## config.mk

```make
export PLATFORM = sky130hd
export DESIGN_NAME = chunk_write_sequencer
export DESIGN_NICKNAME = d
export VERILOG_FILES = /design/src/accum_pkg.sv /design/src/chunk_write_sequencer.sv
export SDC_FILE = /design/constraint.sdc
export NUM_CORES = 1
export LEC_CHECK = 0
export BUFFER_PORTS_ARGS = -buffer_cell sky130_fd_sc_hd__buf_2
export CAP_MARGIN = 20
export CORE_AREA = 2 2 212 214
export DETAILED_ROUTE_END_ITERATION = 12
export DIE_AREA = 0 0 214 216
export PLACE_DENSITY_LB_ADDON = 0.25
export SETUP_SLACK_MARGIN = 0.15
export SLEW_MARGIN = 20
export SYNTH_ARGS = -nofsm -noshare
export SYNTH_HDL_FRONTEND = slang
export SYNTH_SLANG_ARGS = --single-unit
```

## constraint.sdc

```tcl
create_clock -name memclk -period 3.9 [get_ports memclk]
set_input_delay 1.17 -clock memclk [delete_from_list [all_inputs] [get_ports memclk]]
set_output_delay 1.17 -clock memclk [all_outputs]
set_load 0.02 [all_outputs]
```

## src/accum_pkg.sv

```systemverilog
package accum_pkg;

    // fixed counts of the accumulator
    localparam int NUM_SURFS        = 7;
    localparam int CHUNKS_PER_EVENT = 4;
    // buffer read latency in memclk cycles
    localparam int READ_LATENCY     = 2;
    // largest run of samples one SURF puts into one chunk
    localparam int MAX_SAMPLES      = 384;

    typedef logic [63:0] surf_word_t;
    // two banks of 7 x 384 words
    typedef logic [12:0] buf_addr_t;
    typedef logic [8:0]  sample_cnt_t;
    typedef logic [1:0]  chunk_t;
    typedef logic [2:0]  surf_idx_t;
    // chunk number on top, surf index below
    typedef logic [4:0]  payload_user_t;
    typedef logic [1:0]  wb_adr_t;
    typedef logic [31:0] wb_data_t;

    // start of bank 1, bank 0 sits at zero
    localparam buf_addr_t BANK_WORDS = buf_addr_t'(NUM_SURFS * MAX_SAMPLES);

    // one write slot per SURF lane
    typedef enum logic [3:0] {
        ST_IDLE,
        ST_PREP,
        ST_WRITE0,
        ST_WRITE1,
        ST_WRITE2,
        ST_WRITE3,
        ST_WRITE4,
        ST_WRITE5,
        ST_WRITE6,
        ST_SIGNAL
    } seq_state_t;

endpackage
```

## src/chunk_write_sequencer.sv

```systemverilog
module chunk_write_sequencer #(
    parameter int samples_per_chunk = 384
) (
    input  logic                                             memclk,
    input  logic                                             memresetn,
    input  logic                                             enable,
    input  accum_pkg::surf_word_t [accum_pkg::NUM_SURFS-1:0] surf_data,
    input  logic [accum_pkg::NUM_SURFS-1:0]                  surf_valid,
    output logic [accum_pkg::NUM_SURFS-1:0]                  surf_ready,
    output logic                                             wr_en,
    output accum_pkg::buf_addr_t                             wr_addr,
    output accum_pkg::surf_word_t                            wr_data,
    output logic                                             chunk_done,
    output accum_pkg::chunk_t                                done_chunk
);
    import accum_pkg::*;

    seq_state_t  state;
    sample_cnt_t sample;
    chunk_t      chunk;
    surf_idx_t   slot;
    buf_addr_t   addr_q;
    buf_addr_t   bank_base;
    logic        all_valid;
    logic        last_sample;

    // every lane must hold a word before a round starts
    assign all_valid   = &surf_valid;
    assign last_sample = (sample == sample_cnt_t'(samples_per_chunk - 1));
    // low bit of the chunk picks the bank
    assign bank_base   = chunk[0] ? BANK_WORDS : '0;

    // write slots are contiguous in the enum, slot index falls out of the state
    assign wr_en      = (state >= ST_WRITE0) && (state <= ST_WRITE6);
    assign slot       = surf_idx_t'(state - ST_WRITE0);
    // single ready strobe, only for the lane of the current slot
    assign surf_ready = wr_en ? (NUM_SURFS'(1) << slot) : '0;
    assign wr_data    = surf_data[slot];
    assign wr_addr    = addr_q;

    assign chunk_done = (state == ST_SIGNAL);
    assign done_chunk = chunk;

    always_ff @(posedge memclk) begin
        if (!memresetn) begin
            state  <= ST_IDLE;
            sample <= '0;
            chunk  <= '0;
            addr_q <= '0;
        end else begin
            case (state)
                ST_IDLE: begin
                    sample <= '0;
                    chunk  <= '0;
                    // lane 0 valid marks the start of an event
                    if (enable && surf_valid[0]) begin
                        state <= ST_PREP;
                    end
                end
                ST_PREP: begin
                    // lane 0 address for the coming round
                    addr_q <= bank_base + buf_addr_t'(sample);
                    if (all_valid) begin
                        state <= ST_WRITE0;
                    end
                end
                ST_WRITE6: begin
                    if (last_sample) begin
                        sample <= '0;
                        state  <= ST_SIGNAL;
                    end else begin
                        sample <= sample + 1'b1;
                        // always wait for a full set of valids again
                        state  <= ST_PREP;
                    end
                end
                ST_SIGNAL: begin
                    chunk <= chunk + 1'b1;
                    if (chunk == chunk_t'(CHUNKS_PER_EVENT - 1)) begin
                        state <= ST_IDLE;
                    end else begin
                        state <= ST_PREP;
                    end
                end
                default: begin
                    // slots 0 to 5, next lane sits one run further up
                    addr_q <= addr_q + buf_addr_t'(samples_per_chunk);
                    state  <= seq_state_t'(state + 1);
                end
            endcase
        end
    end

endmodule

```

==> reports/metrics.cfg, run 1 <==
[status]
outcome=completed

[route]
drtIter0Drc=322
firstDrtPassIters=5
viasPerCell=4.05
wirelength_mm=32.7
routedWlPerCell_um=18.6
ant_nets=0
vias=7119
post-route-drc-count=0

[final_layout]
layout.nets=1636
finish.utilization=0.201
instances_no_fill=1758
drive_gt1_frac=0.566
syn_to_final_growth_pct=69.3

[global_route]
grt_start_max_net_pins=72
use_met2=0.236
grt_first_pass_wirelength_mm=47.0
grtUsageTotal=0.133
gr-usage-met1=0.174
antenna_found_initial=4
grt-ovfl-total=0
first_global_vias=7312
use_met3=0.0192
grt-busiest-layer=met2

[worst_hold_path]
worstHoldPathType=flop to flop

[clock_tree]
cts.clk_slew.worst_paths_ns=0.07
cts.repair.resized=0
clock_path_buffers=2
cts_hold_buf=0
h-tree-depth=1
cts_buffers=3
post_cts_buffers=0
cts_root_buf=clkbuf_16
clock_latency_ns=0.27
cts_sinks=28
cts_tree=done

[synth]
synthTopCellsByArea=mux4_2, mux2i_1, dfxtp_1
netlist.area_leader.share=0.277
synthesis.area_um2=5210
syn-instance-count=643
synth-warning-count=0
yosysSeqAreaShare=0.108
ys_types=56
synthTopCellsByCount=nand2_1, a21oi_1, nor2_1, mux2i_1, mux4_2
synthFlopType=dfxtp_1
synth_edf_count=0
synth_nets=1113
synth_top_area_cell=mux4_2
synth_seq_cells=28
synth.most_common_cell=nand2_1
avgSynthCellArea_um2=8.10
synthArstFlopShare=0

[floorplanning]
rows=77
io_pins=546
die_h_um=216
coreArea_um2=43800
die_area_um2=46200
initial_utilization=0.119
die_x_um=214

[setup_path]
critical_path.max_fanout=26
ff2ff_setup_slack_ns=1.14
cp.arrival_ns=2.39
critical_path_class=flop to primary output
setup.worst_path.start_class=flop
endpoint_kind=primary output
cp_data_required_time_ns=2.73

[sta]
relSlewSlack=0.418
rsz0062_at_grt=false
finalCriticalPeriod_ns=3.56
setup_tns_ns=0
fin_skew_ns=0.00272
finalCritPeriodShare=0.913
worst_pin_slew_ns=0.872
slew_viol_final=0
report.final.setup_viol=0
hold_viol=0
fmax_mhz=281

[place]
dp_hpwl_mm=28.5
port_buffers=545
place.gp.congestion=0.959
dp_cells=1753

[pwr]
p_sw_mw=3.40
power.share.clock=0.041
power.static_leakage_nw=3.98
combinationalPowerShare=0.887
switching_share=0.567
p_int_mw=2.59
seqPwrFrac=0.071
ir_drop_mv=0.234
power.density_nw_per_um2=679

[run]
cap_violations=0

layer usage:
metal	routed length, um	share of wire
met5	30	0.00092
met4	380	0.012
met3	1750	0.053
met2	16400	0.50
met1	14100	0.43
final timing paths:
kind | startpoint | endpoint | cells after the start
setup / recovery | state[0]$_SDFFE_PN0P_ | wr_data[1] | 6
hold / removal | wr_addr[2]$_SDFFE_PN0P_ | wr_addr[2]$_SDFFE_PN0P_ | 2
setup reg to reg | state[0]$_SDFFE_PN0P_ | state[0]$_SDFFE_PN0P_ | 6
hold reg to reg | wr_addr[2]$_SDFFE_PN0P_ | wr_addr[2]$_SDFFE_PN0P_ | 2
power by group through the flow:
stage / Clock (mW) / Combinational [mW] / Sequential, mW
after floorplan: 0 / 3.44 / 0.359
after CTS: 0.255 / 5.43 / 0.434
final: 0.247 / 5.32 / 0.428
after detailed placement: 0 / 5.42 / 0.441
after global routing: 0.265 / 5.76 / 0.442
after global placement: 0 / 5.43 / 0.441
critical path, cell delays in order (launching register included):
cell	delay (ns)
dfxtp_4	0.68
buf_12	0.29
buf_12	0.19
mux4_2	0.55
nand2_1	0.11
o21ai_0	0.09
buf_2	0.18
cells in the final DEF, fill, tap and decap left out, types with 3 or more instances in the layout:
master / count
a21oi_1: 81
ha_1: 11
a211oi_1: 3
a22oi_1: 3
o21ai_0: 59
nand4_1: 4
buf_12: 7
dfxtp_1: 26
and3_1: 6
o31ai_1: 4
or3b_1: 3
nor3_1: 3
buf_2: 545
o21ai_1: 12
clkbuf_16: 3
a31oi_1: 6
and3b_1: 4
nand3_1: 6
nor2_1: 79
or3_1: 3
mux2i_1: 68
inv_1: 7
buf_4: 25
mux4_2: 64
nand2_1: 91
cell families after synthesis:
| logic type | after synthesis | share of synthesized area |
|---|---|---|
| AND/OR/NAND/NOR | 220 | 0.194 |
| multiplexers | 132 | 0.407 |
| buffers and inverters | 67 | 0.0615 |
| AO/OA/AOI/OAI | 182 | 0.198 |
| adder cells (fa/ha/maj) | 12 | 0.0288 |
| XOR/XNOR | 2 | 0.00336 |
| flip-flops | 28 | 0.108 |
cell type report:
| cell class | count | area, um2 |
|---|---|---|
| Timing Repair Buffer | 577 | 3060 |
| Fill cell | 4994 | 35000 |
| Inverter | 8 | 30.0 |
| Sequential cell | 28 | 568 |
| Antenna cell | 1 | 2.50 |
| Tap cell | 592 | 741 |
| Clock buffer | 3 | 75.1 |
| Multi-Input combinational cell | 548 | 4350 |
| Clock inverter | 1 | 3.75 |
through the flow:
stage	instance area [um2]	hold slack, ns	total power [mW]	setup WS [ns]
finish	8820	0.455	5.99	0.340
global route	8820	0.476	6.47	0.186
CTS	8820	0.455	6.11	0.285
detailed placement	8740	0.444	5.86	0.471
global placement	8740	0.445	5.87	0.438
floorplan	5210	0.471	3.80	0.538
flip-flops by register name, indices dropped and copies added, names as in the netlist:
| name | flops |
|---|---|
| state | 4 |
| done_chunk | 2 |
| wr_addr | 13 |
| sample | 9 |
Power figures use the tool's default switching activity.
==> run 2: changes to the inputs <==
Settings changed: ABC_AREA set to 1.
==> reports/metrics.cfg, run 2 <==
[status]
outcome=completed

[sta]
fin_skew_ns=0.00886
rsz0062_at_grt=false
relSlewSlack=0.658
finalCritPeriodShare=0.902
hold_viol=0
slew_viol_final=0
report.final.setup_viol=0
finalCriticalPeriod_ns=3.52
fmax_mhz=284
setup_tns_ns=0
fin_ws_ns=0.381
worst_pin_slew_ns=0.513

[clock_tree]
cts_sinks=28
cts.clk_slew.worst_paths_ns=0.08
cts_buffers=3
cts_hold_buf=0
cts_tree=done
cts_root_buf=clkbuf_16
cts.repair.resized=0
post_cts_buffers=0
clock_path_buffers=2
clock_latency_ns=0.27
h-tree-depth=1

[setup_path]
crit_path_frequent_cell=nand2_1
critical_path_class=flop to primary output
crit_path_end=wr_data[44]
rr_endpoint=state[1]$_SDFFE_PN0P_
cp_num_cells=8
path_buf_inv=4
cpMaxStageDelayCell=dfxtp_4
cp_data_required_time_ns=2.73
critical_path.max_fanout=54
critical_path.max_stage_delay_ns=0.47
setup.worst_path.start_class=flop
crit_family=buffers and inverters
cp.arrival_ns=2.35
rr_worst_depth=9
path_cells=inv_6 -> buf_4 -> buf_4 -> o21ai_1 -> nand2_1 -> nand2_1 -> nand2_1 -> buf_2
r2r-start=state[0]$_SDFFE_PN0P_
ff2ff_setup_slack_ns=1.77
worstSetupStartpoint=state[0]$_SDFFE_PN0P_
endpoint_kind=primary output

[route]
routedWlPerCell_um=16.8
viasPerCell=4.22
firstDrtPassIters=5
ant_nets=0
wirelength_mm=38.2
vias=9579
drtIter0Drc=567
post-route-drc-count=0

[synth]
synthArstFlopShare=0
synth_nets=1656
avgSynthCellArea_um2=4.80
synth_top_area_cell=nand2_1
synthTopCellsByCount=nand2_1, nor2_1, o21ai_0, o21ai_1, o22ai_1
synthFlopType=dfxtp_1
synthesis.area_um2=5690
yosysSeqAreaShare=0.0984
synthTopCellsByArea=nand2_1, nor2_1, o21ai_0
netlist.area_leader.share=0.260
syn-instance-count=1186
synth-warning-count=0
synth_edf_count=0
synth_seq_cells=28
synth.most_common_cell=nand2_1
ys_types=32

[floorplanning]
die_area_um2=46200
die_x_um=214
rows=77
io_pins=546
coreArea_um2=43800
initial_utilization=0.130
die_h_um=216

[pwr]
ir_drop_mv=0.396
power.density_nw_per_um2=728
power.static_leakage_nw=5.05

[final_layout]
instances_no_fill=2270
final_common_cell=buf_2
syn_to_final_growth_pct=59.8
mostFrequentLayoutCells=buf_2, nand2_1, nor2_1, o21ai_0, o21ai_1
finish.utilization=0.208
largest_reg_flops=13
fill_cells=5226
layout.nets=2142
drive_gt1_frac=0.352

[worst_hold_path]
worstHoldPathType=flop to flop

[place]
port_buffers=545
place.gp.congestion=1.01
dp_cells=2259
dp_hpwl_mm=30.3
post-place-ws_ns=0.461

[global_route]
antenna_found_initial=11
grt_first_pass_wirelength_mm=55.5
use_met2=0.268
gr-usage-met1=0.189
grtUsageTotal=0.153
first_global_vias=9343
grt_start_max_net_pins=90
grt-ovfl-total=0
use_met3=0.0289
grt-busiest-layer=met2

[run]
cap_violations=0

==> run 2: per-stage QoR <==
step           instance area [um2]  hold WS, ns  power [mW]
2_1_floorplan                 5690        0.462        4.21
3_3_place_gp                  9000        0.466        6.45
3_5_place_dp                  9000        0.461        6.45
4_1_cts                       9080        0.478        6.72
5_1_grt                       9100        0.502        7.26
6_report                      9100        0.473        6.63
==> run 2: power by group <==
group | switching [mW] | internal [mW]
clock network | 0.108 | 0.141
registers | 0.0972 | 0.339
logic | 4.09 | 1.85
total | 4.30 | 2.33
==> run 2: how the worst min path moves through the flow <==
stage	start	end	slack, ns	cells past startpoint
after global placement	wr_addr[0]$_SDFFE_PN0P_	wr_addr[0]$_SDFFE_PN0P_	0.47	2
after detailed placement	wr_addr[6]$_SDFFE_PN0P_	wr_addr[6]$_SDFFE_PN0P_	0.46	2
after floorplan	sample[1]$_SDFFE_PN0P_	wr_addr[1]$_SDFFE_PN0P_	0.46	2
after global routing	wr_addr[0]$_SDFFE_PN0P_	wr_addr[0]$_SDFFE_PN0P_	0.50	2
final	wr_addr[6]$_SDFFE_PN0P_	wr_addr[6]$_SDFFE_PN0P_	0.47	2
after CTS	wr_addr[6]$_SDFFE_PN0P_	wr_addr[6]$_SDFFE_PN0P_	0.48	2
==> run 2: per-layer routing <==
metal / part of all wire / vias to the layer above
li1: - / 4826
met1: 0.43 / 4274
met2: 0.48 / 418
met3: 0.069 / 53
met4: 0.026 / 8
met5: 0.0012 / -
==> run 2: cell families (layout without fill, tap and decap cells) <==
group,count (synthesis),count (layout),synth area share
and+or+nand+nor,736,736,0.505
other,0,7,0
adders and majority gates,12,12,0.0264
xor gates and xnor gates,1,1,0.00154
AOI/OAI and AO/OA,287,287,0.269
buffers and inverters,122,607,0.100
DFF,28,28,0.0984
==> run 2: tightest hold or removal path: cells and delay by family, from the launching register on <==
kind	cells	cell delay, ns
AO/OA/AOI/OAI	1	0.05
AND/OR/NAND/NOR	1	0.06
flip-flops	1	0.31
==> run 2: cell type report <==
type	count	area, um2	area share
Antenna cell	7	17.5	0.00193
Multi-Input combinational cell	1036	4580	0.503
Timing Repair Buffer	568	2980	0.327
Clock buffer	4	78.8	0.00866
Inverter	35	141	0.0155
Tap cell	592	741	0.0814
Sequential cell	28	568	0.0624
