$ cat src/accum_pkg.sv
package accum_pkg;

    // fixed counts of the accumulator
    localparam int NUM_SURFS        = 7;
    localparam int CHUNKS_PER_EVENT = 4;
    // buffer read latency in memclk cycles
    localparam int READ_LATENCY     = 2;
    // largest run of samples one SURF puts into one chunk
    localparam int MAX_SAMPLES      = 384;

    typedef logic [63:0] surf_word_t;
    // two banks of 7 x 384 words
    typedef logic [12:0] buf_addr_t;
    typedef logic [8:0]  sample_cnt_t;
    typedef logic [1:0]  chunk_t;
    typedef logic [2:0]  surf_idx_t;
    // chunk number on top, surf index below
    typedef logic [4:0]  payload_user_t;
    typedef logic [1:0]  wb_adr_t;
    typedef logic [31:0] wb_data_t;

    // start of bank 1, bank 0 sits at zero
    localparam buf_addr_t BANK_WORDS = buf_addr_t'(NUM_SURFS * MAX_SAMPLES);

    // one write slot per SURF lane
    typedef enum logic [3:0] {
        ST_IDLE,
        ST_PREP,
        ST_WRITE0,
        ST_WRITE1,
        ST_WRITE2,
        ST_WRITE3,
        ST_WRITE4,
        ST_WRITE5,
        ST_WRITE6,
        ST_SIGNAL
    } seq_state_t;

endpackage
$ cat src/payload_reader.sv
module payload_reader #(
    parameter int samples_per_chunk = 384
) (
    input  logic                     memclk,
    input  logic                     memresetn,
    input  logic                     q_valid,
    input  accum_pkg::chunk_t        q_chunk,
    output logic                     q_pop,
    output logic                     rd_en,
    output accum_pkg::buf_addr_t     rd_addr,
    input  accum_pkg::surf_word_t    rd_data,
    output accum_pkg::surf_word_t    payload_data,
    output logic                     payload_valid,
    output accum_pkg::payload_user_t payload_user,
    output logic                     payload_last,
    input  logic                     payload_ready,
    output logic                     overflow_event,
    output logic                     chunk_read
);
    import accum_pkg::*;

    logic                  active;
    chunk_t                chunk;
    surf_idx_t             surf;
    sample_cnt_t           sample;
    buf_addr_t             addr;
    logic                  run_last;
    logic                  final_word;
    // one stage per memory cycle plus the payload register
    logic [READ_LATENCY:0] valid_pipe;
    logic [READ_LATENCY:0] last_pipe;
    payload_user_t         user_pipe [READ_LATENCY+1];

    // pop only between chunks
    assign q_pop    = !active && q_valid;
    assign rd_en    = active;
    assign rd_addr  = addr;
    // last sample of the current SURF's run
    assign run_last = active && (sample == sample_cnt_t'(samples_per_chunk - 1));

    always_ff @(posedge memclk) begin
        if (!memresetn) begin
            active <= 1'b0;
            chunk  <= '0;
            surf   <= '0;
            sample <= '0;
            addr   <= '0;
        end else if (q_pop) begin
            active <= 1'b1;
            chunk  <= q_chunk;
            surf   <= '0;
            sample <= '0;
            addr   <= q_chunk[0] ? BANK_WORDS : '0;
        end else if (active) begin
            // the bank is laid out in readout order, so plain increment
            addr <= addr + 1'b1;
            if (run_last) begin
                sample <= '0;
                surf   <= surf + 1'b1;
                if (surf == surf_idx_t'(NUM_SURFS - 1)) begin
                    active <= 1'b0;
                end
            end else begin
                sample <= sample + 1'b1;
            end
        end
    end

    // control bits follow the data through the memory
    always_ff @(posedge memclk) begin
        if (!memresetn) begin
            valid_pipe <= '0;
            last_pipe  <= '0;
            chunk_read <= 1'b0;
        end else begin
            valid_pipe <= {valid_pipe[READ_LATENCY-1:0], rd_en};
            last_pipe  <= {last_pipe[READ_LATENCY-1:0], run_last};
            chunk_read <= final_word;
        end
    end

    always_ff @(posedge memclk) begin
        user_pipe[0] <= {chunk, surf};
        for (int i = 1; i <= READ_LATENCY; i++) begin
            user_pipe[i] <= user_pipe[i-1];
        end
        payload_data <= rd_data;
    end

    assign payload_valid = valid_pipe[READ_LATENCY];
    assign payload_last  = last_pipe[READ_LATENCY];
    assign payload_user  = user_pipe[READ_LATENCY];

    // end of the last SURF's run closes the chunk
    assign final_word = payload_valid && payload_last &&
                        (payload_user[2:0] == surf_idx_t'(NUM_SURFS - 1));
    // no backpressure, a word without ready is dropped
    assign overflow_event = payload_valid && !payload_ready;

endmodule

$ cat config.mk
export PLATFORM = sky130hd
export DESIGN_NAME = payload_reader
export DESIGN_NICKNAME = d
export VERILOG_FILES = /design/src/accum_pkg.sv /design/src/payload_reader.sv
export SDC_FILE = /design/constraint.sdc
export NUM_CORES = 1
export LEC_CHECK = 0
export BUFFER_PORTS_ARGS = -buffer_cell sky130_fd_sc_hd__buf_4
export CORE_MARGIN = 2
export CORE_UTILIZATION = 30
export CTS_CLUSTER_DIAMETER = 50
export DETAILED_ROUTE_END_ITERATION = 6
export PLACE_DENSITY = 0.54
export REMOVE_ABC_BUFFERS = 1
export SLEW_MARGIN = 20
export SYNTH_ARGS = -nofsm -noshare
export SYNTH_HDL_FRONTEND = slang
export SYNTH_SLANG_ARGS = --single-unit
$ cat constraint.sdc
create_clock -name memclk -period 3.6 [get_ports memclk]
set_clock_uncertainty 0.05 [all_clocks]
set_input_delay 0.72 -clock memclk [delete_from_list [all_inputs] [get_ports memclk]]
set_output_delay 0.72 -clock memclk [all_outputs]
set_load 0.02 [all_outputs]
==> flow_metrics.py, run 1 <==
metrics = {
    "floorplanning": {
        "die_height_um": 108.5,
        "placementRows": 38,
        "die_area_um2": 11780,
        "boundaryPins": 158,
        "die_x_um": 108.5,
        "initial_core_util_pct": 30.50,
        "core_area_um2": 10750,
    },
    "worst_setup_path": {
        "ff2ff_setup_slack_ps": 1500,
        "ff2ff_path_depth": 4,
        "cp_data_arrival_time_ps": 1820,
        "crit_required_ps": 2830,
        "worstPathMaxFanout": 19,
        "crit_type": "reg2out",
        "reg2reg_to": "surf[1]$_SDFFE_PP0P_",
        "crit_end": "q_pop",
        "startpoint_type": "register",
        "r2r_start": "rd_en$_SDFF_PN0_",
        "worstSetupEndpointType": "primary output",
        "startpoint": "rd_en$_SDFF_PN0_",
    },
    "timing": {
        "worst_hold_slack_ps": 266.9,
        "fin_crit_sh_pct": 71.89,
        "tightest_slew_ps": 596.0,
        "hold_viol": 0,
        "period_needed_ps": 2588,
        "finalSetupViolCount": 0,
        "slew_viol_final": 0,
        "timing.fmax_mhz": 386.4,
        "finalSetupTns_ps": 0,
        "rsz0062_at_grt": "no",
        "finalWorstSetupSlack_ps": 1012,
        "relSlewSlack_pct": 60.21,
    },
    "global_routing": {
        "grt_max_degree": 28,
        "grt_pass1_vias": 2315,
        "antenna_found_initial": 0,
        "grt_pass1_wl_mm": 12.14,
        "grt.overflow.total": 0,
        "grt_usage_pct": 14.13,
    },
    "yosys": {
        "yosysMostFrequentCell": "dfxtp_1",
        "syn-instance-count": 271,
        "async_reset_ff_share_pct": 0,
        "netlist_top_cells_area": "dfxtp_1, nand3_1, mux2i_1, o21ai_0, ha_1",
        "avgSynthCellArea_um2": 12.09,
        "seq_area_frac_synth_pct": 69.64,
        "synth_top_area_share_pct": 69.64,
        "yosys_warnings": 0,
        "syn_area_um2": 3277,
        "yosysUniqueCellTypes": 38,
        "synthFlopType": "dfxtp_1",
        "yosys.area.top_type": "dfxtp_1",
        "synthTopCellsByCount": "dfxtp_1, nand3_1, nand2_1, o21ai_0, nor2_1",
        "synth_edf_count": 0,
        "ys_ff_latch": 114,
    },
    "clocking": {
        "clock-sinks": 114,
        "cts_made_buffers": 17,
        "cts_resized": 0,
        "post_cts.repair.setup_buffers": 0,
        "cts_root_buf": "clkbuf_8",
        "path_clk_slew_ps": 60,
        "cts_buffer_depth": 2,
        "postCtsHoldBufs": 0,
        "clock_latency_ps": 500,
        "h-tree-depth": 4,
        "cts_tree": "yes",
    },
    "layout": {
        "drive_above_1_share_pct": 43.75,
        "layout.nets": 509,
        "antenna_cells": 0,
        "multi_input_area_um2": 889.6,
        "seqCellArea_um2": 2282,
        "fin_util_pct": 47.64,
        "area_growth_pct": 56.20,
        "fillCellCount": 1006,
        "design_area_um2": 5119,
        "final_cells": 588,
    },
    "power": {
        "total_power_mw": 3.085,
        "vdd_ir_drop_max_mv": 0.3148,
        "powerDensity_nw_per_um2": 602.6,
        "leakagePower_nw": 2.253,
    },
    "placement": {
        "routabilityCongestion": 0.7674,
        "dp_cells": 556,
        "place_hpwl_mm": 6.238,
        "place_area_um2": 4567,
        "dp_slack_ps": 1437,
        "io_buffers": 157,
    },
    "worst_hold_path": {
        "hold_class": "in2reg",
    },
    "drt": {
        "vias": 2593,
        "ant_nets": 0,
        "viasPerCell": 4.410,
        "drc": 0,
        "drt_iter0_markers": 75,
        "wl_mm": 8.392,
        "first_pass_iters": 4,
        "wl_per_cell_um": 14.27,
    },
    "run": {
        "drv_cap": 0,
    },
    "run_status": {
        "outcome": "completed",
    },
}
power breakdown:
part | internal (mW) | total, mW | switching (mW)
Sequential | 1.31 | 1.34 | 0.0241
Combinational | 0.119 | 0.233 | 0.114
Clock | 0.922 | 1.51 | 0.591
worst min-delay path by stage:
stage	start	to	depth (start not counted)	slack, ps
after floorplan	user_pipe[0][5]$_DFF_P_	user_pipe[0][10]$_DFF_P_	0	260
after global placement	user_pipe[0][0]$_DFF_P_	user_pipe[0][5]$_DFF_P_	0	260
after detailed placement	user_pipe[0][0]$_DFF_P_	user_pipe[0][5]$_DFF_P_	0	260
after CTS	rd_data[15]	payload_data[15]$_DFF_P_	1	240
after global routing	rd_data[49]	payload_data[49]$_DFF_P_	1	230
final	rd_data[15]	payload_data[15]$_DFF_P_	1	270
registers in the layout, summed over array words and instances, names as in the netlist:
signal and flops:
rd_en 1, sample 9, valid_pipe 3, chunk_read 1, last_pipe 3, rd_addr 13, chunk 2, surf 3
user_pipe 15, payload_data 64
layer usage:
layer	global-route usage [%]	routed length (µm)	vias to the layer above
li1	-	-	1277
met2	22.63	4061	119
met5	0	0	-
met4	6.319	90	0
met3	6.329	864	7
met1	16.22	3377	1190
critical path, cell delays in order (launching register included):
cell	delay (ps)
dfxtp_1	700
nand2b_1	180
buf_4	200
inv_1	70
buf_4	160
layout by cell type, fill, tap and decap left out, drive strengths merged, types with 6 or more instances in the layout:
master,n
a21oi,9
a31oi,7
buf,159
clkbuf,18
clkinv,8
dfxtp,114
inv,10
mux2i,6
nand2,11
nand3,18
nand4,6
nor2,10
o21ai,11
or4,6
cell families (layout without fill, tap and decap cells):
kind of cell             Yosys count  in the layout  synth area share (%)
flip-flops                       114            114                 69.64
AND/OR/NAND/NOR                   83             83                 14.81
AO/OA/AOI/OAI                     35             35                 6.605
buffers and inverters             21            198                 3.208
multiplexers                       9              9                 2.864
XOR/XNOR                           5              5                 1.336
adder cells (fa/ha/maj)            4              4                 1.527
cell type report:
type                            count  area share (%)
Clock buffer                       18           8.164
Clock inverter                     14           2.615
Inverter                            7          0.5133
Multi-Input combinational cell    136           17.38
Sequential cell                   114           44.59
Tap cell                          140           3.422
Timing Repair Buffer              159           23.32
Note: power is estimated with default switching activity, not from simulation.
==> run 2: changes to the inputs <==
--- a/config.mk
+++ b/config.mk
@@ -5,12 +5,13 @@
 export SDC_FILE = /design/constraint.sdc
 export NUM_CORES = 1
 export LEC_CHECK = 0
+export ABC_AREA = 1
 export BUFFER_PORTS_ARGS = -buffer_cell sky130_fd_sc_hd__buf_4
 export CORE_MARGIN = 2
 export CORE_UTILIZATION = 30
 export CTS_CLUSTER_DIAMETER = 50
 export DETAILED_ROUTE_END_ITERATION = 6
-export PLACE_DENSITY = 0.54
+export PLACE_DENSITY = 0.57
 export REMOVE_ABC_BUFFERS = 1
 export SLEW_MARGIN = 20
 export SYNTH_ARGS = -nofsm -noshare
==> constraint.sdc (replaced) <==
create_clock -name memclk -period 2.05 [get_ports memclk]
set_clock_uncertainty 0.05 [all_clocks]
set_input_delay 0.41 -clock memclk [delete_from_list [all_inputs] [get_ports memclk]]
set_output_delay 0.41 -clock memclk [all_outputs]
set_load 0.02 [all_outputs]
==> flow_metrics.py, run 2 <==
metrics = {
    "run_status": {
        "outcome": "completed",
    },
    "yosys": {
        "async_reset_ff_share_pct": 0,
        "syn_area_um2": 3132,
        "yosysUniqueCellTypes": 24,
        "yosys_warnings": 0,
        "yosysMostFrequentCell": "dfxtp_1",
        "synthFlopType": "dfxtp_1",
        "synth_top_area_share_pct": 72.87,
        "synth_edf_count": 0,
        "seq_area_frac_synth_pct": 72.87,
        "synthTopCellsByCount": "dfxtp_1, nand2_1, nor2_1, inv_1, a21oi_1",
        "netlist_top_cells_area": "dfxtp_1, nand2_1, nor2_1, inv_1, a21oi_1",
        "syn-instance-count": 287,
        "avgSynthCellArea_um2": 10.91,
        "ys_ff_latch": 114,
        "yosys.area.top_type": "dfxtp_1",
    },
    "drt": {
        "vias": 2761,
        "wl_mm": 9.046,
        "wl_per_cell_um": 13.54,
        "viasPerCell": 4.133,
        "drc": 0,
        "ant_nets": 0,
        "drt_iter0_markers": 118,
        "first_pass_iters": 4,
    },
    "layout": {
        "design_area_um2": 5674,
        "layout.nets": 594,
        "regMostFlops": "payload_data",
        "largest_register_ffs": 64,
        "area_growth_pct": 81.18,
        "antenna_cells": 0,
        "drive_above_1_share_pct": 37.97,
        "fin_util_pct": 55.46,
        "final_cell_mix": "buf_4, dfxtp_1, dlygate4sd3_1, nand2_1, nor2_1",
        "final_common_cell": "buf_4",
        "fillCellCount": 846,
    },
    "clocking": {
        "cts_made_buffers": 17,
        "clock-sinks": 114,
        "cts_tree": "yes",
        "h-tree-depth": 4,
        "path_clk_slew_ps": 50,
        "cts_root_buf": "clkbuf_8",
        "cts_buffer_depth": 2,
        "clock_latency_ps": 490,
    },
    "timing": {
        "timing.fmax_mhz": 536.5,
        "slew_viol_final": 0,
        "period_needed_ps": 1864,
        "fin_crit_sh_pct": 90.93,
        "tightest_slew_ps": 372.8,
        "relSlewSlack_pct": 75.05,
        "rsz0062_at_grt": "no",
        "finalSetupTns_ps": 0,
        "finalSetupViolCount": 0,
        "hold_viol": 0,
    },
    "worst_setup_path": {
        "crit_type": "reg2out",
        "ff2ff_setup_slack_ps": 500,
        "r2r_start": "rd_en$_SDFF_PN0_",
        "startpoint_type": "register",
        "ff2ff_path_depth": 7,
        "crit_required_ps": 1590,
        "crit_family": "flip-flops",
        "worstSetupEndpointType": "primary output",
        "cp_slowest_cell": "dfxtp_1",
        "reg2reg_to": "rd_addr[12]$_SDFFE_PN0P_",
        "cp_num_buf_inv": 1,
        "path_cells": "nor2_2 > buf_4",
        "worstPathMaxFanout": 9,
        "cp_data_arrival_time_ps": 1400,
        "max_stage_delay_ps": 420,
    },
    "global_routing": {
        "grt.overflow.total": 0,
        "grt_max_degree": 17,
        "grt_usage_pct": 16.38,
        "grt_pass1_vias": 2775,
        "grt_pass1_wl_mm": 13.93,
        "antenna_found_initial": 0,
    },
    "placement": {
        "routabilityCongestion": 0.8068,
        "place_area_um2": 4434,
        "place_hpwl_mm": 5.691,
        "io_buffers": 157,
    },
    "power": {
        "powerDensity_nw_per_um2": 1014,
        "leakagePower_nw": 2.626,
        "total_power_mw": 5.755,
        "vdd_ir_drop_max_mv": 0.4530,
    },
    "worst_hold_path": {
        "min_path_cells": 3,
        "hold_class": "in2reg",
        "holdCritStartpoint": "q_chunk[1]",
        "hold_end": "chunk[1]$_SDFFE_PN0P_",
    },
    "floorplanning": {
        "die_area_um2": 11270,
        "initial_core_util_pct": 30.61,
        "core_area_um2": 10230,
        "placementRows": 37,
        "boundaryPins": 158,
        "die_height_um": 106.2,
        "die_x_um": 106.2,
    },
    "run": {
        "drv_cap": 0,
    },
}
-- run 2: how the worst max path moves through the flow --
stage / cells after the start / slack (ps) / from / to
3_3_place_gp: 7 / 500 / rd_en$_SDFF_PN0_ / rd_addr[12]$_SDFFE_PN0P_
2_1_floorplan: 4 / 390 / rd_en$_SDFF_PN0_ / rd_addr[4]$_SDFFE_PN0P_
5_1_grt: 2 / 90 / rd_en$_SDFF_PN0_ / q_pop
4_1_cts: 2 / 10 / rd_en$_SDFF_PN0_ / q_pop
3_5_place_dp: 7 / 480 / rd_en$_SDFF_PN0_ / rd_addr[12]$_SDFFE_PN0P_
6_report: 2 / 190 / rd_en$_SDFF_PN0_ / q_pop
-- run 2: repair_timing --
item,CTS,global route
resized for setup,0,1
setup buffers,0,0
hold buffers,64,0
endpoints found under the hold margin,64,0
endpoints found under the setup margin,0,1
-- run 2: worst reg2reg max path, stage by stage, from the launching register on --
cell and delay [ps]:
dfxtp_1 540, inv_1 130, nor2_2 210, nand3_1 160
nor2_2 170, nand3_1 90, nand2_1 70, nor2_1 30
-- run 2: metrics by stage --
step	hold WS (ps)	std cells	worst slack (ps)
floorplan	259.6	279	391.8
global placement	259.9	573	496.9
detailed placement	262.1	573	483.5
CTS	87.10	668	10.87
global route	84.59	668	89.86
finish	107.6	668	185.9
-- run 2: layer usage --
metal  share of wire, %  global-route usage, %  up-vias
li1                   -                      -     1383
met1                 38                  17.02     1244
met2                 51                  28.34      115
met3                7.8                  6.009       19
met4                2.9                  9.398        0
met5                  0                      0        -
-- run 2: layout make-up --
class | instances | area [µm²] | area share, %
sequential | 114 | 2282 | 40.22
timing repair buffer | 222 | 1827 | 32.19
multi-input combinational | 141 | 708.2 | 12.48
clock buffer | 17 | 414.1 | 7.299
clock inverter | 14 | 182.7 | 3.219
tap | 136 | 170.2 | 2.999
inverter | 24 | 90.09 | 1.588
-- run 2: cells by family (layout without fill, tap and decap cells) --
kind of cell,count (synthesis),in the layout,synth area share [%]
buf+inv,32,277,4.594
fa+ha+maj,4,4,1.598
xor+xnor,2,2,0.5594
flops,114,114,72.87
simple gates,104,104,15.10
compound gates,31,31,5.274
-- run 2: power breakdown --
group / internal (mW) / leakage (nW) / switching [mW]
Sequential: 2.31 / 0.946 / 0.0389
Combinational: 0.272 / 1.40 / 0.218
Clock: 1.86 / 0.281 / 1.06
