File: src/accum_pkg.sv
package accum_pkg;

    // fixed counts of the accumulator
    localparam int NUM_SURFS        = 7;
    localparam int CHUNKS_PER_EVENT = 4;
    // buffer read latency in memclk cycles
    localparam int READ_LATENCY     = 2;
    // largest run of samples one SURF puts into one chunk
    localparam int MAX_SAMPLES      = 384;

    typedef logic [63:0] surf_word_t;
    // two banks of 7 x 384 words
    typedef logic [12:0] buf_addr_t;
    typedef logic [8:0]  sample_cnt_t;
    typedef logic [1:0]  chunk_t;
    typedef logic [2:0]  surf_idx_t;
    // chunk number on top, surf index below
    typedef logic [4:0]  payload_user_t;
    typedef logic [1:0]  wb_adr_t;
    typedef logic [31:0] wb_data_t;

    // start of bank 1, bank 0 sits at zero
    localparam buf_addr_t BANK_WORDS = buf_addr_t'(NUM_SURFS * MAX_SAMPLES);

    // one write slot per SURF lane
    typedef enum logic [3:0] {
        ST_IDLE,
        ST_PREP,
        ST_WRITE0,
        ST_WRITE1,
        ST_WRITE2,
        ST_WRITE3,
        ST_WRITE4,
        ST_WRITE5,
        ST_WRITE6,
        ST_SIGNAL
    } seq_state_t;

endpackage
File: src/chunk_queue.sv
module chunk_queue (
    input  logic              memclk,
    input  logic              memresetn,
    input  logic              push,
    input  accum_pkg::chunk_t push_chunk,
    output logic              q_valid,
    output accum_pkg::chunk_t q_chunk,
    input  logic              q_pop
);
    import accum_pkg::*;

    localparam int DEPTH = 4;

    chunk_t     entries [DEPTH];
    logic [1:0] wr_ptr;
    logic [1:0] rd_ptr;
    logic [2:0] count;
    logic       full;
    logic       do_push;
    logic       do_pop;

    assign full    = (count == 3'(DEPTH));
    // a push into a full queue is lost
    assign do_push = push && !full;
    assign do_pop  = q_pop && q_valid;
    assign q_valid = (count != '0);
    // first-word fall-through
    assign q_chunk = entries[rd_ptr];

    always_ff @(posedge memclk) begin
        if (!memresetn) begin
            wr_ptr <= '0;
            rd_ptr <= '0;
            count  <= '0;
        end else begin
            if (do_push) begin
                wr_ptr <= wr_ptr + 1'b1;
            end
            if (do_pop) begin
                rd_ptr <= rd_ptr + 1'b1;
            end
            if (do_push && !do_pop) begin
                count <= count + 1'b1;
            end else if (do_pop && !do_push) begin
                count <= count - 1'b1;
            end
        end
    end

    always_ff @(posedge memclk) begin
        if (do_push) begin
            entries[wr_ptr] <= push_chunk;
        end
    end

endmodule

File: config.mk
export PLATFORM = sky130hd
export DESIGN_NAME = chunk_queue
export DESIGN_NICKNAME = d
export VERILOG_FILES = /design/src/accum_pkg.sv /design/src/chunk_queue.sv
export SDC_FILE = /design/constraint.sdc
export NUM_CORES = 1
export LEC_CHECK = 0
export ABC_CLOCK_PERIOD_IN_PS = 2200
export BUFFER_PORTS_ARGS = -buffer_cell sky130_fd_sc_hd__buf_4
export CAP_MARGIN = 20
export CORE_MARGIN = 2
export CORE_UTILIZATION = 52
export CTS_BUF_LIST = sky130_fd_sc_hd__clkbuf_8
export DETAILED_ROUTE_END_ITERATION = 6
export PLACE_DENSITY = 0.76
export RECOVER_POWER = 50
export SLEW_MARGIN = 20
export SYNTH_ARGS = -nofsm -noshare
export SYNTH_HDL_FRONTEND = slang
export SYNTH_SLANG_ARGS = --single-unit
File: constraint.sdc
create_clock -name memclk -period 2.2 [get_ports memclk]
set_input_delay 0.33 -clock memclk [delete_from_list [all_inputs] [get_ports memclk]]
set_output_delay 0.33 -clock memclk [all_outputs]
set_load 0.02 [all_outputs]
==> results of run 1 <==
power breakdown:
part,total (mW),internal [mW],switching (mW),leakage [nW]
clock network,0.216,0.123,0.0922,0.0269
registers,0.473,0.403,0.0702,0.148
logic,0.343,0.188,0.154,0.175
worst register-to-register path: cells and delay by family (launching register included):
kind	cells	cell delay, ps
AOI/OAI and AO/OA	2	430
xor gates and xnor gates	1	160
adders and majority gates	2	600
buffers and inverters	1	60
DFF	1	360
and+or+nand+nor	1	310
what timing repair did:
item / CTS / global route
gates resized for setup: 0 / 2
hold buffers: 0 / 0
setup buffers: 0 / 0
setup endpoints to repair: 0 / 1
synth_stat cells, drive strengths merged:
cell	count
dfxtp	9
and2	8
edfxtp	8
ha	5
nand2	4
inv	3
mux2i	3
xnor2	3
a21boi	2
mux4	2
or3	2
clkbuf	1
fa	1
nor2	1
nor2b	1
o21ai	1
o311ai	1
o31ai	1
xor2	1
cell families (layout without fill, tap and decap cells):
| kind of cell | Yosys count | after routing | synth area share, % |
|---|---|---|---|
| AOI/OAI and AO/OA | 5 | 5 | 7.85 |
| xor gates and xnor gates | 4 | 4 | 4.49 |
| adders and majority gates | 6 | 6 | 10.6 |
| buffers and inverters | 4 | 16 | 1.92 |
| DFF | 17 | 17 | 53.8 |
| muxes | 5 | 5 | 9.62 |
| and+or+nand+nor | 16 | 16 | 11.7 |
layer usage:
layer | GRT usage [%] | wire, µm | part of all wire [%]
met5 | 0 | 0 | 0
met4 | 3.75 | 6 | 0.60
met3 | 6.38 | 52 | 5.2
met2 | 20.6 | 496 | 49
met1 | 16.9 | 451 | 45
stage by stage:
| step | hold WS [ps] | power (mW) | area (µm²) |
|---|---|---|---|
| floorplan | 429 | 0.734 | 781 |
| global placement | 485 | 0.832 | 863 |
| detailed placement | 495 | 0.836 | 863 |
| CTS | 281 | 1.06 | 908 |
| global route | 371 | 1.10 | 892 |
| finish | 362 | 1.03 | 892 |
final cells by class:
cell class / count / area share, %
Sequential cell: 17 / 47.4
Multi-Input combinational cell: 36 / 37.9
Timing Repair Buffer: 9 / 6.31
Clock buffer: 3 / 4.63
Tap cell: 15 / 2.10
Inverter: 3 / 1.26
Clock inverter: 1 / 0.421
path summary, 6_finish.rpt:
path                      start             to  slack [ps]  cells after the start
setup / recovery       count[1]       count[2]         220                      7
hold / removal    push_chunk[1]  entries[3][1]         360                      1
setup reg to reg       count[1]       count[2]         220                      7
hold reg to reg       wr_ptr[1]      wr_ptr[1]         500                      2
==> impl_results.md, run 1 <==
- Status: completed
- Die width: 42.8 µm
- Final #Nets: 82
- First-pass GRT wire length: 1780 µm
- Final worst slack: 221 ps
- Cell area after synthesis: 781 µm²
- Syn. warnings: 0
- Ordered cell list for the critical path: o31ai_4 -> ha_1 -> inv_1 -> fa_1 -> xor2_1 -> or3_1 -> a21boi_0
- Num ports: 9
- Via count: 429
- Syn nets: 69
- Crit start category: register
- P_leak: 0.350 nW
- Total negative slack: 0 ps
- Vias in the first global route: 430
- Clock Tree Buf Depth: 2
- H-tree depth: 1
- Pins Over Slew Limit: 0
- CTS Buf Count: 3
- Crit path largest cell delay: 370 ps
- Clk_lat worst skew: 240 ps
- Tcrit/Tclk final: 90.0%
- Clock slew at reported path FFs: 60 ps
- Multi-input logic area: 338 µm²
- Final Setup Violations: 0
- I/O Buffers: 8
- Initial DRC Count: 6
- DIE HEIGHT: 42.8 µm
- DRC violation count after routing: 0
- Placer Congestion: 0.790
- Synth Instances: 57
- WL/cell: 12.0 µm
- Most frequent cells in the layout: and2_1 (8), edfxtp_1 (8), dfxtp_1 (7)
- CP Capture Type: register
- FILL cells: 113
- Syn-to-layout area delta: 14.3%
- Slowest-stage cell, CP: fa_1
- Netlist cell types: 21
- Maxcap violations: 0
- Inserted Diodes: 0
- F_max: 0.505 GHz
- Post-layout util: 66.1%
- Syn Area/Cell: 13.7 µm²
- Num rows: 13
- Core Box Area: 1350 µm²
- Cell family contributing the most delay on the critical path: adder cells
- Area contributors post-synth: edfxtp_1 (31%), dfxtp_1 (23%), ha_1 (8.0%)
- Final Hold Fails: 0
- Buf+Inv Stages, Crit Path: 1
- Worst Tran Pin Value: 387 ps
- Hold Crit Class: in -> reg
- CTS Sinks: 17
- Synth area leader: edfxtp_1
- GR Util All Layers: 13.4%
- Worst VDD drop: 0.000578 V
- PD cells: 1160 nW/µm²
- Vias per cell: 5.11
- Layout cells sized above 1: 24.6%
- Dpl hpwl: 802 µm
- Crit Path Class: reg -> reg
- RSZ-0062 raised after global routing: no
- #FFs+latches synth: 17
- Post-route ant nets: 0
- Crit path max fanout: 6
- CTS tree: built
- WP data required: 2370 ps
- Crit path arrival time: 2150 ps
- Setup WS pre-CTS: 130 ps
- Slew HR: 73.9%
- Initial core utilization: 57.8%
- Clock skew: 1.07 ps
- Placed Instances: 80
- Sequential-to-total area share from yosys stat: 53.8%
- Largest net degree at the start of global routing: 11
- Antenna violations before repair: 0
- Full die area: 1830 µm²
- Post-layout min period: 1980 ps
- Drt pass-1 iters: 2
- GRT Residual Overflow: 0
- Share of the synthesized area in the top cell type: 30.8%
- Wirelength, routed: 1010 µm
- FF/Latch Area: 423 µm²
- Root Driver: clkbuf_8
- Finished Layout Cells: 84
Power figures use the tool's default switching activity.
==> run 2: changes to the inputs <==
--- a/config.mk
+++ b/config.mk
@@ -12,7 +12,7 @@
 export CORE_UTILIZATION = 52
 export CTS_BUF_LIST = sky130_fd_sc_hd__clkbuf_8
 export DETAILED_ROUTE_END_ITERATION = 6
-export PLACE_DENSITY = 0.76
+export PLACE_DENSITY = 0.87
 export RECOVER_POWER = 50
 export SLEW_MARGIN = 20
 export SYNTH_ARGS = -nofsm -noshare
==> run 2 against run 1 <==
Against the previous run: core utilization is 0.093 points higher; critical path depth is the same; sequential share of layout area decreased by 0.066 points; sequential power rose by 0.8%; worst setup slack worse by 49 ps; clock power rose by 2%; wire length up 16%; flip-flop and latch count did not move; first-iteration DRC count grew 17%; final area rose by 0.14%; die area unchanged; count of clock-buffer cells in the layout stayed put.
==> impl_results.md, run 2 (synthesized netlist as in run 1, its figures left out) <==
- Worst Tran Pin Value: 513 ps (+126 ps)
- Syn-to-layout area delta: 14.4%
- Via count: 443 (+3.3%)
- Clock slew at reported path FFs: 60 ps (about the same)
- Clock power share: 21.1% (+0.2 points)
- Final Setup Violations: 0 (unchanged)
- Reg2reg start: count[1]
- FF-to-FF setup slack: 170 ps (-50 ps)
- Worst VDD drop: 0.000626 V (+8.3%)
- Final worst slack: 172 ps (-49.3 ps)
- I/O Buffers: 8 (unchanged)
- Final Hold Fails: 0 (unchanged)
- Cts repair resizes: 0 (unchanged)
- Ordered cell list for the critical path: o31ai_4 -> ha_1 -> inv_1 -> fa_1 -> xor2_1 -> or3_1 -> a21boi_0
- Die width: 42.8 µm (unchanged)
- Slew HR: 65.3% (-8.5 points)
- Status: completed
- CTS Sinks: 17 (unchanged)
- Clk_lat worst skew: 240 ps (about the same)
- R2r worst-path depth: 7 (unchanged)
- Crit path max fanout: 6 (unchanged)
- CTS Buf Count: 3 (unchanged)
- Vias in the first global route: 479 (+11%)
- Seq pwr share: 45.5% (-0.4 points)
- RSZ-0062 raised after global routing: no
- Comb power frac: 33.4% (+0.2 points)
- Inserted Diodes: 0 (unchanged)
- F_max: 0.493 GHz (-2.4%)
- CP Capture Type: register
- Total negative slack: 0 ps (unchanged)
- Root Driver: clkbuf_8
- P_leak: 0.349 nW (-0.40%)
- Pins Over Slew Limit: 0 (unchanged)
- GR Util All Layers: 15.8% (+2.4 points)
- Switching Share: 31.5% (+0.76 points)
- First-pass GRT wire length: 2050 µm (+15%)
- DRC violation count after routing: 0 (unchanged)
- Clock Tree Buf Depth: 2 (unchanged)
- Reg-to-reg endpoint: count[2]
- WHS Endpoint: entries[3][1]
- Clock skew: 0.863 ps (-0.203 ps)
- Post-layout min period: 2030 ps (+49.3 ps)
- Crit start category: register
- Setup Buffers After CTS: 0 (unchanged)
- Most frequent cells in the layout: and2_1 (8), edfxtp_1 (8), dfxtp_1 (7)
- Full die area: 1830 µm² (unchanged)
- Setup WS pre-CTS: 74.5 ps (-55.1 ps)
- Layout cells sized above 1: 26.1% (+1.4 points)
- Antenna violations before repair: 0 (unchanged)
- Pwr Total: 1.05 mW (+1.5%)
- PD cells: 1170 nW/µm² (+1.3%)
- Hold Crit Class: in -> reg
- Hold path depth: 1 (unchanged)
- Num ports: 9 (unchanged)
- Tcrit/Tclk final: 92.2% (+2.2 points)
- Post-layout util: 66.2% (+0.093 points)
- Dpl hpwl: 975 µm (+22%)
- Maxcap violations: 0 (unchanged)
- Placer Congestion: 0.686 (-13%)
- Hold path startpoint: push_chunk[1]
- Crit Path Class: reg -> reg
- Largest net degree at the start of global routing: 11 (unchanged)
- FILL cells: 112 (-0.88%)
- Initial DRC Count: 7 (+1)
- Post-route ant nets: 0 (unchanged)
- Crit path largest cell delay: 370 ps (about the same)
- Core Box Area: 1350 µm² (unchanged)
- Psw: 0.329 mW (+4.0%)
- Vias per cell: 5.27 (+3.3%)
- Num rows: 13 (unchanged)
- Drt pass-1 iters: 3 (+1)
- WP data required: 2370 ps (about the same)
- WL/cell: 13.9 µm (+16%)
- Initial core utilization: 57.8% (unchanged)
- GRT Residual Overflow: 0 (unchanged)
- CTS tree: built
- H-tree depth: 1 (unchanged)
- Hold bufs inserted after CTS: 0 (unchanged)
- DIE HEIGHT: 42.8 µm (unchanged)
- Internal power: 0.717 mW (+0.38%)
- Wirelength, routed: 1170 µm (+16%)
- Final #Nets: 82 (unchanged)
- Crit path arrival time: 2200 ps (+50 ps)
- Slowest-stage cell, CP: fa_1
## run 2: changes by cell type in the layout (fill, tap and decap cells not counted)
| cell | previous run | this run |
|---|---|---|
| inv_1 | 4 | 3 |
| clkinv_2 | 0 | 1 |
## run 2: layout make-up
class | instances | area (µm²) | share of cell area [%]
timing repair buffer | 9 | 56.3 | 6.30
clock inverter | 1 | 5.00 | 0.560
inverter | 3 | 11.3 | 1.26
tap | 15 | 18.8 | 2.10
sequential | 17 | 423 | 47.3
multi-input combinational | 36 | 338 | 37.8
clock buffer | 3 | 41.3 | 4.62
## run 2: worst max path at each step
stage | slack, ps | startpoint | cells after the start | endpoint
floorplan | 130 | count[0] | 8 | count[2]
global placement | 190 | count[0] | 8 | count[2]
detailed placement | 70 | count[1] | 8 | count[2]
CTS | 50 | count[1] | 8 | count[2]
global route | 30 | count[1] | 7 | count[2]
finish | 170 | count[1] | 7 | count[2]
## run 2: worst max-delay path, delay by kind of cell (launching register included)
kind	cells	cell delay, ps
buffers and inverters	1	60
AOI/OAI and AO/OA	2	460
xor gates and xnor gates	1	160
adders and majority gates	2	610
and+or+nand+nor	1	310
DFF	1	360
## run 2: power groups by stage
stage	Combinational [mW]	Sequential [mW]	Clock, mW
after floorplan	0.265	0.470	0
after global placement	0.340	0.483	0
after detailed placement	0.357	0.490	0
after CTS	0.360	0.483	0.231
after global routing	0.389	0.493	0.242
final	0.350	0.477	0.220
## run 2: metal layers
layer	routed length (µm)	track usage, %	vias up
met2	656	28.8	9
met3	57	5.96	0
met5	0	0	-
li1	-	-	220
met4	0	5.63	0
met1	456	16.3	214
## run 2: metrics by stage
stage	instance area [µm²]	instances	hold WS [ps]
4_1_cts	910	84	277
6_report	893	84	350
3_5_place_dp	863	80	502
2_1_floorplan	781	57	429
3_3_place_gp	863	80	484
5_1_grt	893	84	371
==> run 3: changes to the inputs <==
--- a/config.mk
+++ b/config.mk
@@ -8,12 +8,15 @@
 export ABC_CLOCK_PERIOD_IN_PS = 2200
 export BUFFER_PORTS_ARGS = -buffer_cell sky130_fd_sc_hd__buf_4
 export CAP_MARGIN = 20
+export CELL_PAD_IN_SITES_DETAIL_PLACEMENT = 1
+export CELL_PAD_IN_SITES_GLOBAL_PLACEMENT = 1
 export CORE_MARGIN = 2
-export CORE_UTILIZATION = 52
+export CORE_UTILIZATION = 43
 export CTS_BUF_LIST = sky130_fd_sc_hd__clkbuf_8
 export DETAILED_ROUTE_END_ITERATION = 6
-export PLACE_DENSITY = 0.87
+export PLACE_DENSITY_LB_ADDON = 0.1
 export RECOVER_POWER = 50
+export REMOVE_ABC_BUFFERS = 1
 export SLEW_MARGIN = 20
 export SYNTH_ARGS = -nofsm -noshare
 export SYNTH_HDL_FRONTEND = slang
==> run 3 against run 2 <==
Against the previous run: wire length shrank 8.1%; flip-flop and latch count is the same; first-iteration DRC count grew 14%; final area grew 1.7%; count of clock-buffer cells in the layout is the same; non-clock buffer count is the same; worst hold slack gained 13 ps; cell count grew 12%; via count shrank 2.9%; core utilization shrank 13 points; highest routed layer unchanged; critical path type unchanged.
==> impl_results.md, run 3 (synthesized netlist as in run 1, its figures left out) <==
- Status: completed
- Crit path from: count[1]
- Slew HR: 71.9% (+6.5 points)
- F_max: 0.487 GHz (-1.1%)
- CP Capture Type: register
- Setup Buffers After CTS: 0 (unchanged)
- Syn-to-layout area delta: 16.3%
- Ordered cell list for the critical path: o31ai_4 -> ha_1 -> inv_1 -> fa_1 -> xor2_1 -> or3_1 -> a21boi_0
- Tcrit/Tclk final: 93.3% (+1.1 points)
- Initial core utilization: 45.7% (-12 points)
- WL/cell: 11.4 µm (-18%)
- I/O Buffers: 8 (unchanged)
- Crit path largest cell delay: 380 ps (about the same)
- DRC violation count after routing: 0 (unchanged)
- Post-route ant nets: 0 (unchanged)
- Final Setup Violations: 0 (unchanged)
- Worst VDD drop: 0.000800 V (+28%)
- P_leak: 0.353 nW (+1.2%)
- Cts repair resizes: 0 (unchanged)
- GR Util All Layers: 12.6% (-3.3 points)
- Post-layout util: 53.2% (-13 points)
- Wirelength, routed: 1080 µm (-8.1%)
- Vias per cell: 4.57 (-13%)
- Num ports: 9 (unchanged)
- WP data required: 2360 ps (about the same)
- Clock slew at reported path FFs: 60 ps (about the same)
- Placer Congestion: 0.680 (-0.79%)
- Hold bufs inserted after CTS: 0 (unchanged)
- Pwr Total: 1.04 mW (-0.43%)
- H-tree depth: 1 (unchanged)
- Vias in the first global route: 421 (-12%)
- Root Driver: clkbuf_8
- Crit start category: register
- RSZ-0062 raised after global routing: no
- Initial DRC Count: 8 (+1)
- WL met3: 29 µm (-49%)
- Antenna violations before repair: 0 (unchanged)
- Slowest-stage cell, CP: fa_1
- Post-layout min period: 2050 ps (+23.4 ps)
- CTS tree: built
- Wl on met1: 541 µm (+19%)
- Post-DP Area: 876 µm² (+1.4%)
- Cell family contributing the most delay on the critical path: adder cells
- Routed wire length on met2: 505 µm (-23%)
- Final Hold Fails: 0 (unchanged)
- Die width: 46.6 µm (+9.0%)
- DR top layer: met3
- CTS Sinks: 17 (unchanged)
- Buf+Inv Stages, Crit Path: 1 (unchanged)
- Num rows: 15 (+2)
- Clock skew: 1.71 ps (+0.847 ps)
- Clk_lat worst skew: 240 ps (about the same)
- Total negative slack: 0 ps (unchanged)
- PD cells: 1150 nW/µm² (-2.1%)
- Via count: 430 (-2.9%)
- Core Box Area: 1710 µm² (+27%)
- Crit path arrival time: 2210 ps (about the same)
- Largest net degree at the start of global routing: 11 (unchanged)
- Layout cells sized above 1: 26.1% (unchanged)
- First-pass GRT wire length: 1880 µm (-8.1%)
- Clock Tree Buf Depth: 2 (unchanged)
- CTS Buf Count: 3 (unchanged)
- Maxcap violations: 0 (unchanged)
- Crit Path Class: reg -> reg
- Crit path max fanout: 6 (unchanged)
- Pins Over Slew Limit: 0 (unchanged)
- Final #Nets: 82 (unchanged)
- Drt pass-1 iters: 2 (-1)
- Final instance area: 908 µm² (+1.7%)
- Most common cell after layout, fill and taps aside: edfxtp_1
- Hold Crit Class: in -> reg
- Worst Tran Pin Value: 417 ps (-96.8 ps)
- DIE HEIGHT: 46.6 µm (+9.0%)
- Inserted Diodes: 0 (unchanged)
- Hold path startpoint: push_chunk[0]
- Full die area: 2170 µm² (+19%)
- GRT Residual Overflow: 0 (unchanged)
- Most frequent cells in the layout: edfxtp_1 (8), and2_1 (7), dfxtp_1 (7), buf_4 (7), ha_1 (5)
- Reg2reg start: count[1]
run 3: area by class of cell:
cell class | instances | area, µm²
timing repair buffer | 9 | 60.1
clock buffer | 3 | 41.3
clock inverter | 1 | 3.75
multi-input combinational | 36 | 338
sequential | 17 | 423
inverter | 3 | 11.3
fill | 186 | 800
tap | 25 | 31.3
run 3: metrics by stage:
step	setup slack, ps	instances	hold WS (ps)
2_1_floorplan	126	56	429
3_3_place_gp	150	90	494
3_5_place_dp	72.3	90	505
4_1_cts	45.2	94	290
5_1_grt	17.3	94	383
6_report	148	94	363
run 3: final timing paths:
kind | endpoint | slack (ps) | cells past startpoint
setup / recovery | count[2] | 150 | 7
hold / removal | entries[1][0] | 360 | 1
setup reg to reg | count[2] | 150 | 7
hold reg to reg | wr_ptr[1] | 500 | 2
run 3: metal layers:
layer  GRT usage (%)  up-vias
met4            5.00        0
li1                -      221
met3            2.35        0
met1            17.5      204
met2            19.2        5
met5               0        -
run 3: report_power, final:
part / switching [mW] / internal [mW]
sequential: 0.0738 / 0.403
combinational: 0.159 / 0.193
clock: 0.0912 / 0.123
run 3: worst reg2reg max path, delay by kind of cell (launching register included):
kind            cells  cell delay [ps]
xor+xnor            1              160
simple gates        1              310
fa+ha+maj           2              610
buf+inv             1               60
compound gates      2              470
flops               1              370
